$ cat src/hdl/synth_pkg.sv
`default_nettype none

package synth_pkg;

    // Voice engine sizes
    localparam int N_VOICES    = 4;
    localparam int VOICE_IDX_W = 2;                // Voice select width
    localparam int SAMPLE_W    = 24;               // DAC word width
    localparam int PHASE_W     = 24;               // Accumulator and step width
    localparam int VEL_W       = 16;
    localparam int BAL_W       = 8;
    localparam int ADDR_W      = 4;

    // Frame timing in sys_clk cycles
    localparam int FRAME_CYCLES = 384;             // One stereo sample pair
    localparam int BCLK_HALF    = 4;               // Bit clock is sys_clk / 8

    // Amplitude scaling
    localparam int MAX_AMP   = (1 << 23) - 1;      // Square wave peak
    localparam int VEL_SHIFT = 18;                 // Two bits of headroom for the mix

    // Register map
    localparam int BAL_ADDR  = 8;                  // Below this are voice words
    localparam int BAL_RESET = 128;                // Centre balance

    typedef enum logic {
        SHAPE_SAW    = 1'b0,
        SHAPE_SQUARE = 1'b1
    } shape_e;

    // Control word as written on odd voice addresses
    typedef struct packed {
        logic              enable;
        shape_e            shape;
        logic [5:0]        unused;
        logic [VEL_W-1:0]  velocity;
    } voice_ctrl_t;

    // Same 24 bits seen as step or control, chosen by address bit 0
    typedef union packed {
        logic [PHASE_W-1:0] freq;
        voice_ctrl_t        ctrl;
    } voice_word_u;

    typedef logic signed [SAMPLE_W-1:0] sample_t;

endpackage

`default_nettype wire
$ cat src/hdl/voice_bus_if.sv
`timescale 1ns/1ns
`default_nettype none

// One voice's settings, looked up by index each slot
interface voice_bus_if;

    logic [synth_pkg::VOICE_IDX_W-1:0] voice_idx;  // Voice being served
    logic [synth_pkg::PHASE_W-1:0]     freq;       // Its phase step
    synth_pkg::voice_ctrl_t            ctrl;       // Enable, shape, velocity

    // Register side answers the index
    modport regs (
        input  voice_idx,
        output freq,
        output ctrl
    );

    // Oscillator side asks with the index
    modport osc (
        output voice_idx,
        input  freq,
        input  ctrl
    );

endinterface

`default_nettype wire

$ cat src/hdl/synth_top.sv
`timescale 1ns/1ns
`default_nettype none

module synth_top (
    input  wire logic                           sys_clk,
    input  wire logic                           i_rst,
    input  wire logic                           i_wr_en,
    input  wire logic [synth_pkg::ADDR_W-1:0]   i_wr_addr,
    input  wire logic [synth_pkg::SAMPLE_W-1:0] i_wr_data,
    output      logic                           o_dac_bclk,
    output      logic                           o_dac_lrclk,
    output      logic                           o_dac_data
);

    logic                              frame_start;
    logic                              slot_valid;
    logic [synth_pkg::VOICE_IDX_W-1:0] slot_idx;
    logic                              bclk_fall;
    logic                              bclk_rise;
    logic                              sample_valid;
    logic                              sample_last;
    synth_pkg::sample_t                sample;       // One voice per slot
    synth_pkg::sample_t                left;
    synth_pkg::sample_t                right;
    logic                              pair_ready;   // New pair once per frame
    logic [synth_pkg::BAL_W-1:0]       balance;

    voice_bus_if u_bus ();

    voice_regs u_regs (
        .sys_clk(sys_clk), .i_rst(i_rst), .i_wr_en(i_wr_en), .i_wr_addr(i_wr_addr),
        .i_wr_data(i_wr_data), .o_balance(balance), .bus(u_bus.regs)
    );

    frame_timer u_timer (
        .sys_clk(sys_clk), .i_rst(i_rst), .o_frame_start(frame_start),
        .o_slot_valid(slot_valid), .o_slot_idx(slot_idx),
        .o_bclk_fall(bclk_fall), .o_bclk_rise(bclk_rise)
    );

    voice_osc u_osc (
        .sys_clk(sys_clk), .i_rst(i_rst), .i_slot_valid(slot_valid), .i_slot_idx(slot_idx),
        .bus(u_bus.osc), .o_sample_valid(sample_valid), .o_sample_last(sample_last),
        .o_sample(sample)
    );

    mix_pan u_mix (
        .sys_clk(sys_clk), .i_rst(i_rst), .i_frame_start(frame_start),
        .i_sample_valid(sample_valid), .i_sample_last(sample_last), .i_sample(sample),
        .i_balance(balance), .o_left(left), .o_right(right), .o_pair_ready(pair_ready)
    );

    dac_serializer u_dac (
        .sys_clk(sys_clk), .i_rst(i_rst), .i_frame_start(frame_start),
        .i_bclk_fall(bclk_fall), .i_bclk_rise(bclk_rise), .i_pair_ready(pair_ready),
        .i_left(left), .i_right(right),
        .o_bclk(o_dac_bclk), .o_lrclk(o_dac_lrclk), .o_data(o_dac_data)
    );

endmodule

`default_nettype wire

$ cat src/hdl/dac_serializer.sv
`timescale 1ns/1ns
`default_nettype none

module dac_serializer (
    input  wire logic               sys_clk,
    input  wire logic               i_rst,
    input  wire logic               i_frame_start,
    input  wire logic               i_bclk_fall,
    input  wire logic               i_bclk_rise,
    input  wire logic               i_pair_ready,
    input  wire synth_pkg::sample_t i_left,
    input  wire synth_pkg::sample_t i_right,
    output      logic               o_bclk,
    output      logic               o_lrclk,
    output      logic               o_data
);

    synth_pkg::sample_t                   hold_l;     // Pair waiting for next frame
    synth_pkg::sample_t                   hold_r;
    logic [2*synth_pkg::SAMPLE_W-1:0]     shreg;      // Bit 47 is the bit on the line
    logic [$clog2(2*synth_pkg::SAMPLE_W)-1:0] bit_cnt;    // 0..47 within the frame
    logic [$clog2(2*synth_pkg::SAMPLE_W)-1:0] cnt_nxt;

    assign cnt_nxt = bit_cnt + 1'b1;

    always_ff @(posedge sys_clk) begin
        if (i_rst) begin
            hold_l  <= '0;
            hold_r  <= '0;
            shreg   <= '0;
            bit_cnt <= '0;
            o_bclk  <= 1'b0;
            o_lrclk <= 1'b0;
            o_data  <= 1'b0;
        end else begin
            if (i_pair_ready) begin
                hold_l <= i_left;
                hold_r <= i_right;
            end
            if (i_bclk_fall) o_bclk <= 1'b0;
            if (i_bclk_rise) o_bclk <= 1'b1;
            if (i_frame_start) begin
                shreg   <= {hold_l, hold_r};           // Left first, MSB first
                o_data  <= hold_l[synth_pkg::SAMPLE_W-1];
                bit_cnt <= '0;
                o_lrclk <= 1'b0;
            end else if (i_bclk_fall) begin
                shreg   <= shreg << 1;
                o_data  <= shreg[2*synth_pkg::SAMPLE_W-2];  // Next bit after a fall
                bit_cnt <= cnt_nxt;
                o_lrclk <= (cnt_nxt >= synth_pkg::SAMPLE_W);  // Right half
            end
        end
    end

endmodule

`default_nettype wire

$ cat src/hdl/mix_pan.sv
`timescale 1ns/1ns
`default_nettype none

module mix_pan (
    input  wire logic                         sys_clk,
    input  wire logic                         i_rst,
    input  wire logic                         i_frame_start,
    input  wire logic                         i_sample_valid,
    input  wire logic                         i_sample_last,
    input  wire synth_pkg::sample_t           i_sample,
    input  wire logic [synth_pkg::BAL_W-1:0]  i_balance,
    output      synth_pkg::sample_t           o_left,
    output      synth_pkg::sample_t           o_right,
    output      logic                         o_pair_ready
);

    synth_pkg::sample_t acc;        // Running voice sum
    synth_pkg::sample_t mix;        // Held sum of the frame
    logic               last_d;     // Last voice added last cycle
    logic               mix_d;      // Mix latched last cycle

    logic [synth_pkg::BAL_W-1:0]                          bal_left;  // 255 - balance
    logic signed [synth_pkg::SAMPLE_W+synth_pkg::BAL_W:0] prod_l;
    logic signed [synth_pkg::SAMPLE_W+synth_pkg::BAL_W:0] prod_r;

    assign bal_left = {synth_pkg::BAL_W{1'b1}} - i_balance;

    always_comb begin
        prod_r = mix * $signed({1'b0, i_balance});
        prod_l = mix * $signed({1'b0, bal_left});
    end

    // Accumulator, cleared before the slot samples arrive
    always_ff @(posedge sys_clk) begin
        if (i_frame_start) begin
            acc <= '0;
        end else if (i_sample_valid) begin
            acc <= acc + i_sample;
        end
    end

    always_ff @(posedge sys_clk) begin
        if (i_rst) begin
            last_d       <= 1'b0;
            mix_d        <= 1'b0;
            o_pair_ready <= 1'b0;
            mix          <= '0;
            o_left       <= '0;     // Silence until the first frame
            o_right      <= '0;
        end else begin
            last_d       <= i_sample_valid && i_sample_last;
            mix_d        <= last_d;
            o_pair_ready <= mix_d;
            if (last_d) begin
                mix <= acc;         // All voices summed
            end
            if (mix_d) begin
                // Divide by 256 after weighting
                o_left  <= prod_l[synth_pkg::SAMPLE_W+synth_pkg::BAL_W-1:synth_pkg::BAL_W];
                o_right <= prod_r[synth_pkg::SAMPLE_W+synth_pkg::BAL_W-1:synth_pkg::BAL_W];
            end
        end
    end

endmodule

`default_nettype wire

$ cat src/hdl/voice_osc.sv
`timescale 1ns/1ns
`default_nettype none

module voice_osc (
    input  wire logic                               sys_clk,
    input  wire logic                               i_rst,
    input  wire logic                               i_slot_valid,
    input  wire logic [synth_pkg::VOICE_IDX_W-1:0]  i_slot_idx,
    voice_bus_if.osc                                bus,
    output      logic                               o_sample_valid,
    output      logic                               o_sample_last,
    output      synth_pkg::sample_t                 o_sample
);

    logic [synth_pkg::PHASE_W-1:0] phase [synth_pkg::N_VOICES];  // Per-voice phase
    logic [synth_pkg::PHASE_W-1:0] phase_cur;

    synth_pkg::sample_t                          wave;    // Shaped, full scale
    logic signed [synth_pkg::SAMPLE_W+synth_pkg::VEL_W:0] prod;    // Wave times velocity
    logic signed [synth_pkg::SAMPLE_W+synth_pkg::VEL_W:0] scaled;

    assign bus.voice_idx = i_slot_idx;     // Look up the voice of this slot
    assign phase_cur     = phase[i_slot_idx];

    always_comb begin
        if (bus.ctrl.shape == synth_pkg::SHAPE_SQUARE) begin
            // High half of the cycle is negative
            wave = phase_cur[synth_pkg::PHASE_W-1] ? synth_pkg::sample_t'(-synth_pkg::MAX_AMP)
                                                 : synth_pkg::sample_t'(synth_pkg::MAX_AMP);
        end else begin
            // Offset binary to two's complement ramp
            wave = {~phase_cur[synth_pkg::PHASE_W-1], phase_cur[synth_pkg::PHASE_W-2:0]};
        end
        prod   = wave * $signed({1'b0, bus.ctrl.velocity});   // Velocity is unsigned
        scaled = prod >>> synth_pkg::VEL_SHIFT;
    end

    always_ff @(posedge sys_clk) begin
        if (i_rst) begin
            for (int i = 0; i < synth_pkg::N_VOICES; i++) begin
                phase[i] <= '0;
            end
            o_sample_valid <= 1'b0;
            o_sample_last  <= 1'b0;
        end else begin
            o_sample_valid <= i_slot_valid;
            o_sample_last  <= i_slot_valid && (i_slot_idx == synth_pkg::N_VOICES - 1);
            if (i_slot_valid && bus.ctrl.enable) begin
                phase[i_slot_idx] <= phase_cur + bus.freq;     // Wraps mod 2^24
            end
        end
    end

    // Sample payload, silent for a disabled voice
    always_ff @(posedge sys_clk) begin
        if (i_slot_valid) begin
            o_sample <= bus.ctrl.enable ? scaled[synth_pkg::SAMPLE_W-1:0] : '0;
        end
    end

endmodule

`default_nettype wire

$ cat src/hdl/frame_timer.sv
`timescale 1ns/1ns
`default_nettype none

module frame_timer (
    input  wire logic                               sys_clk,
    input  wire logic                               i_rst,
    output      logic                               o_frame_start,
    output      logic                               o_slot_valid,
    output      logic [synth_pkg::VOICE_IDX_W-1:0]  o_slot_idx,
    output      logic                               o_bclk_fall,
    output      logic                               o_bclk_rise
);

    logic [$clog2(synth_pkg::FRAME_CYCLES)-1:0] count;      // Position in frame
    logic [$clog2(synth_pkg::FRAME_CYCLES)-1:0] count_nxt;

    assign count_nxt = (count == synth_pkg::FRAME_CYCLES - 1) ? '0 : count + 1'b1;

    // Strobes are registered copies of the count decode,
    // so they trail the counter by one cycle
    always_ff @(posedge sys_clk) begin
        if (i_rst) begin
            count         <= '0;
            o_frame_start <= 1'b0;
            o_slot_valid  <= 1'b0;
            o_slot_idx    <= '0;
            o_bclk_fall   <= 1'b0;
            o_bclk_rise   <= 1'b0;
        end else begin
            count         <= count_nxt;
            o_frame_start <= (count == 0);
            o_slot_valid  <= (count < synth_pkg::N_VOICES);      // First slots of frame
            o_slot_idx    <= count[synth_pkg::VOICE_IDX_W-1:0];
            // Bit clock edges every half period of sys_clk / 8
            o_bclk_fall   <= (count % (2 * synth_pkg::BCLK_HALF)) == 0;
            o_bclk_rise   <= (count % (2 * synth_pkg::BCLK_HALF)) == synth_pkg::BCLK_HALF;
        end
    end

endmodule

`default_nettype wire

$ cat src/hdl/voice_regs.sv
`timescale 1ns/1ns
`default_nettype none

module voice_regs (
    input  wire logic                          sys_clk,
    input  wire logic                          i_rst,
    input  wire logic                          i_wr_en,
    input  wire logic [synth_pkg::ADDR_W-1:0]  i_wr_addr,
    input  wire logic [synth_pkg::SAMPLE_W-1:0] i_wr_data,
    output      logic [synth_pkg::BAL_W-1:0]   o_balance,
    voice_bus_if.regs                          bus
);

    // Even entry is the step, odd entry the control word
    synth_pkg::voice_word_u words [2*synth_pkg::N_VOICES];

    logic wr_voice;  // Write hits a voice word
    logic wr_bal;    // Write hits the balance

    assign wr_voice = i_wr_en && (i_wr_addr < 2 * synth_pkg::N_VOICES);
    assign wr_bal   = i_wr_en && (i_wr_addr == synth_pkg::BAL_ADDR);

    always_ff @(posedge sys_clk) begin
        if (i_rst) begin
            for (int i = 0; i < 2 * synth_pkg::N_VOICES; i++) begin
                words[i] <= '0;                    // Disabled, zero step
            end
            o_balance <= synth_pkg::BAL_RESET[synth_pkg::BAL_W-1:0];
        end else begin
            if (wr_voice) begin
                // Bits 2:1 voice, bit 0 word select
                words[i_wr_addr[synth_pkg::VOICE_IDX_W:0]] <=
                    synth_pkg::voice_word_u'(i_wr_data);
            end
            if (wr_bal) begin
                o_balance <= i_wr_data[synth_pkg::BAL_W-1:0];  // Low byte only
            end
        end
    end

    // Combinational lookup for the oscillator slot
    always_comb begin
        bus.freq = words[{bus.voice_idx, 1'b0}].freq;   // Step view
        bus.ctrl = words[{bus.voice_idx, 1'b1}].ctrl;   // Control view
    end

endmodule

`default_nettype wire

$ cat config.mk
export PLATFORM = sky130hd
export DESIGN_NAME = synth_top
export DESIGN_NICKNAME = d
export VERILOG_FILES = /design/src/hdl/synth_pkg.sv /design/src/hdl/voice_bus_if.sv /design/src/hdl/synth_top.sv /design/src/hdl/dac_serializer.sv /design/src/hdl/mix_pan.sv /design/src/hdl/voice_osc.sv /design/src/hdl/frame_timer.sv /design/src/hdl/voice_regs.sv
export SDC_FILE = /design/constraint.sdc
export NUM_CORES = 2
export LEC_CHECK = 0
export BUFFER_PORTS_ARGS = -buffer_cell sky130_fd_sc_hd__buf_4
export CORE_MARGIN = 2
export CORE_UTILIZATION = 65
export DETAILED_ROUTE_END_ITERATION = 10
export GPL_TIMING_DRIVEN = 0
export PLACE_DENSITY_LB_ADDON = 0.05
export SYNTH_ARGS = -nofsm -noshare
export SYNTH_HDL_FRONTEND = slang
export SYNTH_SLANG_ARGS = --single-unit
$ cat constraint.sdc
create_clock -name sys_clk -period 24.2 [get_ports sys_clk]
set_clock_uncertainty 0.2 [all_clocks]
set_input_delay 4.84 -clock sys_clk [delete_from_list [all_inputs] [get_ports sys_clk]]
set_output_delay 4.84 -clock sys_clk [all_outputs]
set_load 0.01 [all_outputs]
After elaboration in Yosys (flattened, before gate mapping)
Memory sizes are Yosys's and may differ from the RTL's. A register that Yosys moved wholly into a read port is not among the register bits.
Cells that the tools add are included.
Storage, ports and cells
  output and inout port bits: 3
  bits in registers: 251
  RAM bits: 288
  word-level logic and storage cells: 80
  memories kept: 2
  bits of input ports: 31
Operators by class
  bitwise gates (word level): 1
  multiplexer cells: 25
  multiply operators: 3
  order comparisons: 3
  $add $sub $neg: 5
  reduce and logical (&&, ||, !) cells: 13
  equal/unequal tests: 4
Memories
  u_regs.words: depth 8, bits a word 24, read ports 2, clocked after Yosys merged registers in 2, wr ports 8, RTL line voice_regs.sv:15  | synth_pkg::voice_word_u words [2*synth_pkg::N_VOICES];
  u_osc.phase: depth 4, bits a word 24, read ports 1, clocked after Yosys merged registers in 1, wr ports 4, RTL line voice_osc.sv:15  | logic [synth_pkg::PHASE_W-1:0] phase [synth_pkg::N_VOICES];
Operators by type and width (count)
  24-bit 2-to-1 mux: 4
  47-bit 2-to-1 mux: 2
  24-bit by 9-bit multiplier with 32-bit output: 2
  24-bit OR reduction: 2
  24-bit by 17-bit multiplier with 41-bit output: 1
  32-bit zero test: 1
  24-bit by 23-bit adder with 24-bit output: 1
  24-bit adder: 1
  1-bit 2-to-1 mux: 14
  9-bit by 1-bit adder with 9-bit output, second input constant: 1
  9-bit == test, second input constant: 1
  9-bit zero test: 1
  9-bit by 3-bit < comparator with 1-bit output, second input constant: 1
  3-bit 2-to-1 mux: 3
  8-bit subtractor, first input constant: 1
  6-bit by 1-bit adder with 6-bit output, second input constant: 1
  6-bit by 5-bit greater-or-equal comparator with 1-bit output, second input constant: 1
  1-bit logical AND: 5
  4-bit == test, second input constant: 1
  4-bit < comparator, second input constant: 1
  2-bit 2-to-1 mux: 2
  2-bit nonzero test: 2
  2-bit OR reduction: 2
  3-bit == test, second input constant: 1
  2 further kinds: 2

Depth between registers and ports, before layout
  depth after elaboration: 7
  depth in mapped cells: 33
  gate-level depth less buffers: 29

By module
A second synthesis with hierarchy kept.
Second synthesis, totals
  cell total of the unflattened synthesis: 4979
  area, all modules: 50699.9 um2
By module, submodules not included
  voice_osc: sequential area each 3613.5 um2, area each 19738.9 um2, instances 1, cells an instance 2016
  mix_pan: sequential area each 1981.9 um2, area each 17372.9 um2, instances 1, cells an instance 1976
  voice_regs: sequential area each 5925.7 um2, area each 8672.1 um2, instances 1, cells an instance 515
  dac_serializer: sequential area each 2082.0 um2, area each 4305.4 um2, instances 1, cells an instance 407
  frame_timer: sequential area each 300.3 um2, area each 610.6 um2, instances 1, cells an instance 65

Least setup slack after synthesis
OpenSTA, ideal clock, no wires.
  path kind: flip-flop to flip-flop
  start point: register u_timer.o_slot_idx[0] (netlist name)
  end point: register u_osc.o_sample[21], data pin
  path slack: 16030 ps
  arrival: 7704 ps
  setup time: 266 ps
  cell stages (with the launch flop): 30
  period minus slack after synthesis: 8170 ps
  buffers on the path: 7
  required time: 23734 ps
  cell sequence: dfxtp_1 -> buf_2 -> buf_2 -> buf_2 -> buf_2 -> buf_2 -> mux2i_1 -> nand2_1 -> o21ai_1 -> clkbuf_1 -> nor2_1 -> fa_1 -> fa_1 -> fa_1 -> fa_1 -> fa_1 -> inv_1 -> fa_1 -> inv_1 -> ha_1 -> clkbuf_1 -> a21o_1 -> a21oi_1 -> o21ai_0 -> a21o_1 -> a221oi_2 -> o2111ai_1 -> a21oi_1 -> xor2_1 -> nor2_1
RTL lines
  to (signal assigned): RTL line voice_osc.sv:57  | o_sample <= bus.ctrl.enable ? scaled[synth_pkg::SAMPLE_W-1:0] : '0;
  to (decl): RTL line voice_osc.sv:12  | output synth_pkg::sample_t o_sample

==> summary.md <==
| Metric | Value |
|---|---|
| DRT antenna net count | `0` |
| Post-CTS Setup Bufs | `0` |
| Total CTS buffers | `55` |
| Crit-path max FO | `10` |
| Final setup fails | `0` |
| Port bufs | `32` |
| Tmin final | `10.32 ns` |
| Root Buffer | `clkbuf_16` |
| CP max stage delay | `0.67 ns` |
| Vias in the first global route | `35200` |
| Cell mode on critical path | `fa_1` |
| CP required | `24.34 ns` |
| Slew HR | `8.12%` |
| Fillers | `5813` |
| Mapped Nets | `5866` |
| Post-cts resize count | `0` |
| First-pass GRT wire length | `197000 µm` |
| Share of cells above drive strength 1 | `4.47%` |
| TritonRoute pass-1 iters | `5` |
| Yosys cell types | `74` |
| Cell Rows | `100` |
| Post-synth EDFFs | `287` |
| Seq/Total Area, Yosys | `27.2%` |
| Setup TNS | `0 ns` |
| Seq cells post-synth | `515` |
| Nature of the critical path endpoint | `flip-flop` |
| Crit path launch type | `flip-flop` |
| Antenna cells | `0` |
| CTS tree | `done` |
| Initial antenna violation count | `3` |
| Core outline area | `74200 µm²` |
| CP max-delay cell | `clkbuf_1` |
| Primary FF master, synth | `edfxtp_1` |
| CTS sink cnt | `515` |
| Post-detail-place hpwl | `96800 µm` |
| Area Growth Syn to Fin | `6.77%` |
| Die ar. | `76800 µm²` |
| Max-slew violations | `0` |
| Avg WL per Cell | `20.7 µm` |
| Yosys Warn Count | `0` |
| Part of the cycle the worst path needs | `42.6%` |
| Fmax | `0.0969 GHz` |
| Overall Global Routing Usage | `33.4%` |
| Routability cong. | `1.02` |
| Final hold viol count | `0` |
| Syn Area/Cell | `9.90 µm²` |
| HP Class | `flip-flop to flip-flop` |
| Fin nets | `5955` |
| Die width | `277 µm` |
| Crit Path Category | `flip-flop to flip-flop` |
| Placed Area | `49900 µm²` |
| Post-synth ARST share | `0%` |
| Largest cells by area after synthesis | `fa_1, edfxtp_1, dfxtp_1, ha_1, inv_1` |
| Global route hottest layer | `met2` |
| Maxcap violations | `0` |
| Pre-CTS setup slack | `13.94 ns` |
| RSZ-0062 raised after global routing | `false` |
| Vias per cell | `5.72` |
| Post-Synthesis Cells | `4896` |
| Total Wirelength | `124000 µm` |
| GR met2 Demand/Resource | `50.4%` |
| Grt ovf | `0` |
| Post-route setup slack | `13.88 ns` |
| Drt drc | `0` |
| Top Ports | `34` |
| Later-pin clock latency in the skew report | `0.64 ns` |
| Cts hold-fix bufs | `0` |
| Largest net degree at the start of global routing | `26` |
| Clk slew on worst S/H paths | `0.06 ns` |
| Final Instance Area | `51800 µm²` |
| Syn Std Cell Area | `48500 µm²` |
| Status | `complete, no violations` |
| Yosys top cell area share | `27.7%` |
| Clk buf depth | `3` |
| H-tree levels | `2` |
| Top cell type by total area after synthesis | `fa_1` |
| Slew @ Worst Pin | `1.38 ns` |
| Arr. time, crit path | `10.45 ns` |
| Met3 GRT Util | `9.49%` |
| Starting Density | `65.3%` |
| Met1 Use GR | `48.4%` |
| Routed vias | `34300` |
| DRT iter0 DRCs | `3170` |
| Die Y | `277 µm` |
metal layers:
layer,wire (µm),vias to the layer above,share of wire (%)
met4,2510,0,2.0
li1,-,15500,-
met1,53300,17200,43
met5,0,-,0
met3,13900,183,11
met2,54400,1422,44
final timing paths:
kind	startpoint	endpoint	slack (ns)	depth (start not counted)
worst max register to register	u_timer.o_slot_idx[1]	u_osc.o_sample[21]	13.88	29
worst max-delay path	u_timer.o_slot_idx[1]	u_osc.o_sample[21]	13.88	29
worst min register to register	u_timer.o_bclk_rise	u_dac.o_bclk	0.26	2
worst min-delay path	u_timer.o_bclk_rise	u_dac.o_bclk	0.26	2
stage by stage:
step                      hold WS (ns)  instances  util (%)
final                            0.257       6001      69.8
after detailed placement         0.240       5897      67.3
after global routing             0.278       6001      69.8
after global placement           0.241       5897      67.3
after floorplan                  0.213       4896         -
after CTS                        0.260       6001      69.7
synth_stat cells, drive strengths merged (4+ instances only):
master	count
o22ai	7
o21bai	13
nor3b	5
and4	4
ha	268
dfxtp	228
o21a	9
nand2b	81
a21o	71
nor2b	133
a221oi	6
mux2i	168
and2	318
inv	851
o31ai	4
o21ai	49
mux4	59
mux2	7
edfxtp	287
nor2	523
clkbuf	212
and3	16
xnor2	71
or2	15
xor2	57
buf	21
fa	671
a32o	4
nand3	31
or3	10
a211oi	19
a211o	6
nand2	393
a21oi	176
nand4	16
a21boi	4
nor3	29
or4	6
a31oi	7
kinds of logic after synthesis:
kind of cell               after synthesis  synth area share (%)
and+or+nand+nor                       1592                  15.8
muxes                                  234                  6.37
xor gates and xnor gates               128                  2.31
buffers and inverters                 1085                  8.43
DFF                                    515                  27.2
adders and majority gates              939                  34.6
AOI/OAI and AO/OA                      403                  5.27
critical path, delay by kind of cell (launching register included):
| kind | cells | cell delay [ns] |
|---|---|---|
| adder cells (fa/ha/maj) | 7 | 3.24 |
| flip-flops | 1 | 0.31 |
| AND/OR/NAND/NOR | 3 | 0.29 |
| buffers and inverters | 9 | 2.95 |
| AO/OA/AOI/OAI | 9 | 2.83 |
| XOR/XNOR | 1 | 0.20 |
state kept, by name, indices dropped and copies added, names as in the netlist, 2 cells and up:
register and count:
u_mix.o_left 24, u_osc.o_sample 23, u_dac.bit_cnt 6, u_regs.o_balance 8, u_dac.shreg 47, u_regs.words 168
u_dac.hold_r 24, u_mix.acc 24, u_timer.o_slot_idx 2, u_osc.phase 96, u_mix.mix 24, u_mix.o_right 24
u_timer.count 9, u_dac.hold_l 24
layout make-up:
type,count,area (µm²),area share [%]
Clock buffer,73,1470,2.85
Tap cell,969,1210,2.34
Clock inverter,31,352,0.679
Multi-Input combinational cell,3296,31200,60.3
Sequential cell,515,13200,25.5
Inverter,852,3200,6.18
Buffer,233,887,1.71
Timing Repair Buffer,32,240,0.464
cell usage in the layout, fill, tap and decap left out, drive strengths merged, types with 31 or more instances in the layout:
master,n
buf,53
nand2b,81
mux4,59
fa,671
a21o,71
o21ai,49
edfxtp,287
nand2,393
xnor2,71
and2,318
nand3,31
nor2b,133
inv,851
clkbuf,285
ha,268
xor2,57
mux2i,168
dfxtp,228
a21oi,176
nor2,523
Power is not shown: default switching activity piles up to over one toggle a cycle in this logic, so the estimate is an artifact.
